File: src/hdl/pipe_reg.sv
// One-entry valid/ready stage register; flush empties it and blocks both sides for that cycle
`timescale 1ns/100ps

module pipe_reg #(
	parameter type payload_t = logic [7:0]
) (
	input  logic     clk,
	input  logic     arst_n,
	input  logic     flush,
	input  logic     in_valid,
	output logic     in_ready,
	input  payload_t in_data,
	output logic     out_valid,
	input  logic     out_ready,
	output payload_t out_data
);

	logic     valid_q;
	payload_t data_q;

	// Free slot, or the held item leaves this cycle
	assign in_ready  = !flush && (!valid_q || out_ready);
	assign out_valid = valid_q && !flush;
	assign out_data  = data_q;

	always_ff @(posedge clk or negedge arst_n) begin
		if (!arst_n) begin
			valid_q <= 1'b0;
		end else if (flush) begin
			valid_q <= 1'b0;   // Drop whatever is held
		end else if (in_ready) begin
			valid_q <= in_valid;
		end
	end

	// Payload only
	always_ff @(posedge clk) begin
		if (in_valid && in_ready) begin
			data_q <= in_data;
		end
	end

	// Stalled item stays put until it is taken or flushed
	a_hold_stable: assert property (
		@(posedge clk) disable iff (!arst_n)
		out_valid && !out_ready |=> valid_q && $stable(out_data)
	);

	// No acceptance during flush, and empty right after it
	a_flush_empty: assert property (
		@(posedge clk) disable iff (!arst_n)
		flush |-> !in_ready ##1 !valid_q
	);

endmodule

File: config.mk
export PLATFORM = sky130hd
export DESIGN_NAME = pipe_reg
export DESIGN_NICKNAME = d
export VERILOG_FILES = /design/src/hdl/pipe_reg.sv
export SDC_FILE = /design/constraint.sdc
export NUM_CORES = 1
export LEC_CHECK = 0
export BUFFER_PORTS_ARGS = -buffer_cell sky130_fd_sc_hd__buf_2
export CAP_MARGIN = 20
export CORE_AREA = 8 8 45 47
export CTS_BUF_LIST = sky130_fd_sc_hd__clkbuf_8
export CTS_CLUSTER_DIAMETER = 150
export DETAILED_ROUTE_END_ITERATION = 6
export DIE_AREA = 0 0 53 55
export SLEW_MARGIN = 30
export SYNTH_ARGS = -nofsm -noshare
export SYNTH_HDL_FRONTEND = slang
export SYNTH_SLANG_ARGS = --single-unit
File: constraint.sdc
create_clock -name clk -period 1.78 [get_ports clk]
set_clock_uncertainty 0.15 [all_clocks]
set_input_delay 0.356 -clock clk [delete_from_list [all_inputs] [get_ports clk]]
set_output_delay 0.356 -clock clk [all_outputs]
set_load 0.02 [all_outputs]
Word-level counts from Yosys, hierarchy flattened:

Cells that the tools add are included.

* register bits after elaboration: 9
* bits in latches: 0
* bits in writable memories: 0
* ROM bits: 0
* input bits: 13
* output and inout port bits: 10
* logic and storage cells: 11
* memories kept: 0

* add/subtract/negate cells: 0
* multipliers: 0
* div/mod/pow operators: 0
* magnitude comparators: 0
* equal/unequal tests: 0
* shift-type cells: 0
* muxes and demuxes: 2
* bitwise gates (word level): 0
* reduce and logical (&&, ||, !) cells: 7

Operators by type and width (number)
* $logic_and 1x1->1: 3
* $logic_not 1->1: 2
* $mux 1: 2
* $reduce_bool 2->1: 1
* $logic_or 1x1->1: 1

Logic depth before layout (Yosys ltp):

* depth in word-level cells: 5
* gate-level depth with buffers: 2
* gate-level depth less buffers: 2

Worst setup path after synthesis:

Ideal clock, no wire load.

* path type: reg2reg
* from: reg valid_q
* to: reg data_q (netlist bit out_data[0]) (enable)
* library setup time: 0.370 ns
* arrival: 0.884 ns
* required time: 1.260 ns
* slack: 0.377 ns
* cell stages (with the launch flop): 3
* buffers on the path: 0
* clock period less this slack: 1.403 ns
* path through: dfrtp_1 -> nor2b_4 -> nor3b_2

* longest elaborated chain between the ends: 4

RTL lines
* start, declared: RTL line 18 `logic valid_q;`
* start signal, assigned: RTL line 32 `valid_q <= in_valid;`
* $logic_not 1->1: RTL line 22 `assign in_ready = !flush && (!valid_q || out_ready);`
* $logic_or 1x1->1: RTL line 22
* $logic_and 1x1->1: RTL line 22
* $logic_and 1x1->1: RTL line 38 `if (in_valid && in_ready) begin`
* end signal, assigned: RTL line 39 `data_q <= in_data;`
* end, declared: RTL line 19 `payload_t data_q;`

No other way between the ends.
A chain may end at the register's enable or synchronous reset.

Final worst setup path:

* from: reg valid_q
* to: out in_ready

* longest elaborated chain between the ends: 3

RTL lines
* $logic_not 1->1: RTL line 22
* $logic_or 1x1->1: RTL line 22
* $logic_and 1x1->1: RTL line 22
* end, declared: RTL line 11 `output logic in_ready,`

No other way between the ends.

==> metrics <==
status=completed; Cell Area, Synth=311.5 um^2; max-cap check violation count=0; #FFs+latches synth=9; syn avg cell area=22.25 um^2; Final Max Slew Viols=0; first-pass GRT wire length=993 um; clock slew at reported path FFs=0.05 ns; top cell type's share of synthesized area=77.11%; starting density of the core=22.51%; port bufs=22; fmax=0.6792 GHz; DRT antenna net count=0; Ant. Diodes=0; mux cell area share after synthesis=0%; xor/xnor share of the synthesized area=0%; Critical Path Max Stage Delay=0.37 ns; Yosys top cell by area=edfxtp_1; Yosys cell types=7; Die Wd=53 um; Post-Synth Simple-Gate Area=11.65%; Min-Delay Path Class=in2reg; CP Class=reg2out; leading cell types in the layout, fill and taps excluded=buf_2, edfxtp_1, clkbuf_8; crit path cell chain=nor2b_4 -> nor2_1 -> buf_2; final wirelength=688 um; post_cts resized=0; routed len/inst=11.86 um; post-synthesis sequential area ratio=85.14%; Startpoint Class=flop; setup ws final=0.3078 ns; worst-path fanout max=3; post-synthesis cell count=14; Tcrit/Tclk final=82.71%; vias in the first global route=234; gpl congestion=0.6602; critical path's slowest cell=dfrtp_1; slew of the pin with the lowest slew margin=0.1210 ns; RSZ-0062 raised after global routing=no; final instance area=505.5 um^2; post-place instance area=449.2 um^2; 1st-iter DRT viols=0; Data required, critical path=1.27 ns; DP Worst Slack=0.4822 ns; Worst-Skew Late Latency=0.23 ns; Cell Pwr Density=1035 nW/um^2; Core Box Area=1384 um^2; Cell Rows=14; Compound-Gate Fraction of Synth Area=3.213%; CTS tree=done; largest net degree at the start of global routing=9; final core occ=36.53%; setup TNS=0 ns; Top Ports=23; area grow syn2layout=62.25%; full die area=2915 um^2; detailed placement HPWL=603.3 um; Synth warnings=0; syn nets=27; post-synthesis adder-cell area fraction=0%; via count=217; Crit. End Element=primary output; first-pass detailed-route iteration total=1; relative slew slack=91.90%; height of the die=55 um; layout cell share with drive strength beyond 1=69.05%; nets@finish=56; Tmin final=1.472 ns; commonest non-fill, non-tap cell in the layout=buf_2; Setup Viol. Count Final=0; GRT Total Usage=4.846%; Final Hold Viols=0; peak supply drop=0.0004512 V; clock sinks=9; CTS buffer count=3; via density per instance=3.741; Crit path max-delay family=flip-flops; total grt overflow=0; largest cells by area after synthesis=edfxtp_1, dfrtp_1, nor2b_4; Clock Path Buffers=2; initial antenna violation count=0; CTS H-tree depth=1; Crit path arrival time=0.97 ns; main combinational cell family by area after synthesis=simple AND/OR/NAND/NOR gates; Crit path buffers/inverters=1; CTS root buf=clkbuf_8; DRC viols=0; P_leak=0.2318 nW
Yosys cell counts, drive strengths merged:
master  number
dfrtp        1
o21ba        1
nor2         1
nor3b        1
edfxtp       8
nor2b        2
cells by family (layout without fill, tap and decap cells):
| logic type | after synthesis | in the layout |
|---|---|---|
| compound gates | 1 | 1 |
| buf+inv | 0 | 28 |
| flops | 9 | 9 |
| simple gates | 4 | 4 |
layout make-up:
cell class              count  area [um^2]
multi-input cells           5        46.29
flip-flops and latches      9        265.3
clock buffers               3        41.29
fillers                   140        878.3
clock inverters             1        5.005
repair buffers             24        127.6
well taps                  16        20.02
where the power goes:
group          total [mW]  internal, mW  switching, mW
clock network       0.229         0.152         0.0764
registers           0.244         0.242        0.00207
logic              0.0507        0.0237         0.0270
total               0.523         0.418          0.105
final timing paths:
path	start	endpoint	slack, ns	depth (start not counted)
max in group asynchronous	arst_n	valid_q	1.13	2
hold reg to reg	valid_q	valid_q	0.50	2
setup reg to reg	valid_q	out_data[1]	0.50	3
setup / recovery	valid_q	in_ready	0.31	3
hold / removal	in_data[3]	out_data[3]	0.15	1
min in group asynchronous	arst_n	valid_q	0.27	2
flip-flops by register name, indices dropped and copies added, names as in the netlist:
signal	count
out_data	8
valid_q	1
through the flow:
stage / hold slack (ns) / std cells / power, mW
6_report: 0.1541 / 58 / 0.5231
5_1_grt: 0.1418 / 58 / 0.5487
4_1_cts: 0.1472 / 58 / 0.5331
3_5_place_dp: -0.01841 / 53 / 0.2980
3_3_place_gp: -0.01866 / 53 / 0.2966
2_1_floorplan: -0.08959 / 14 / 0.2709
repair_timing:
| item | in CTS | in global routing |
|---|---|---|
| hold endpoints to repair | 1 | 0 |
| hold buffers | 1 | 0 |
| setup buffers | 0 | 0 |
layer usage:
| layer | GRT usage (%) | routed length [um] | up-vias |
|---|---|---|---|
| met2 | 6.055 | 245 | 21 |
| met5 | 0 | 0 | - |
| met3 | 3.743 | 153 | 2 |
| met4 | 3.879 | 6 | 0 |
| li1 | - | - | 108 |
| met1 | 5.280 | 282 | 86 |
Power figures use the tool's default switching activity.
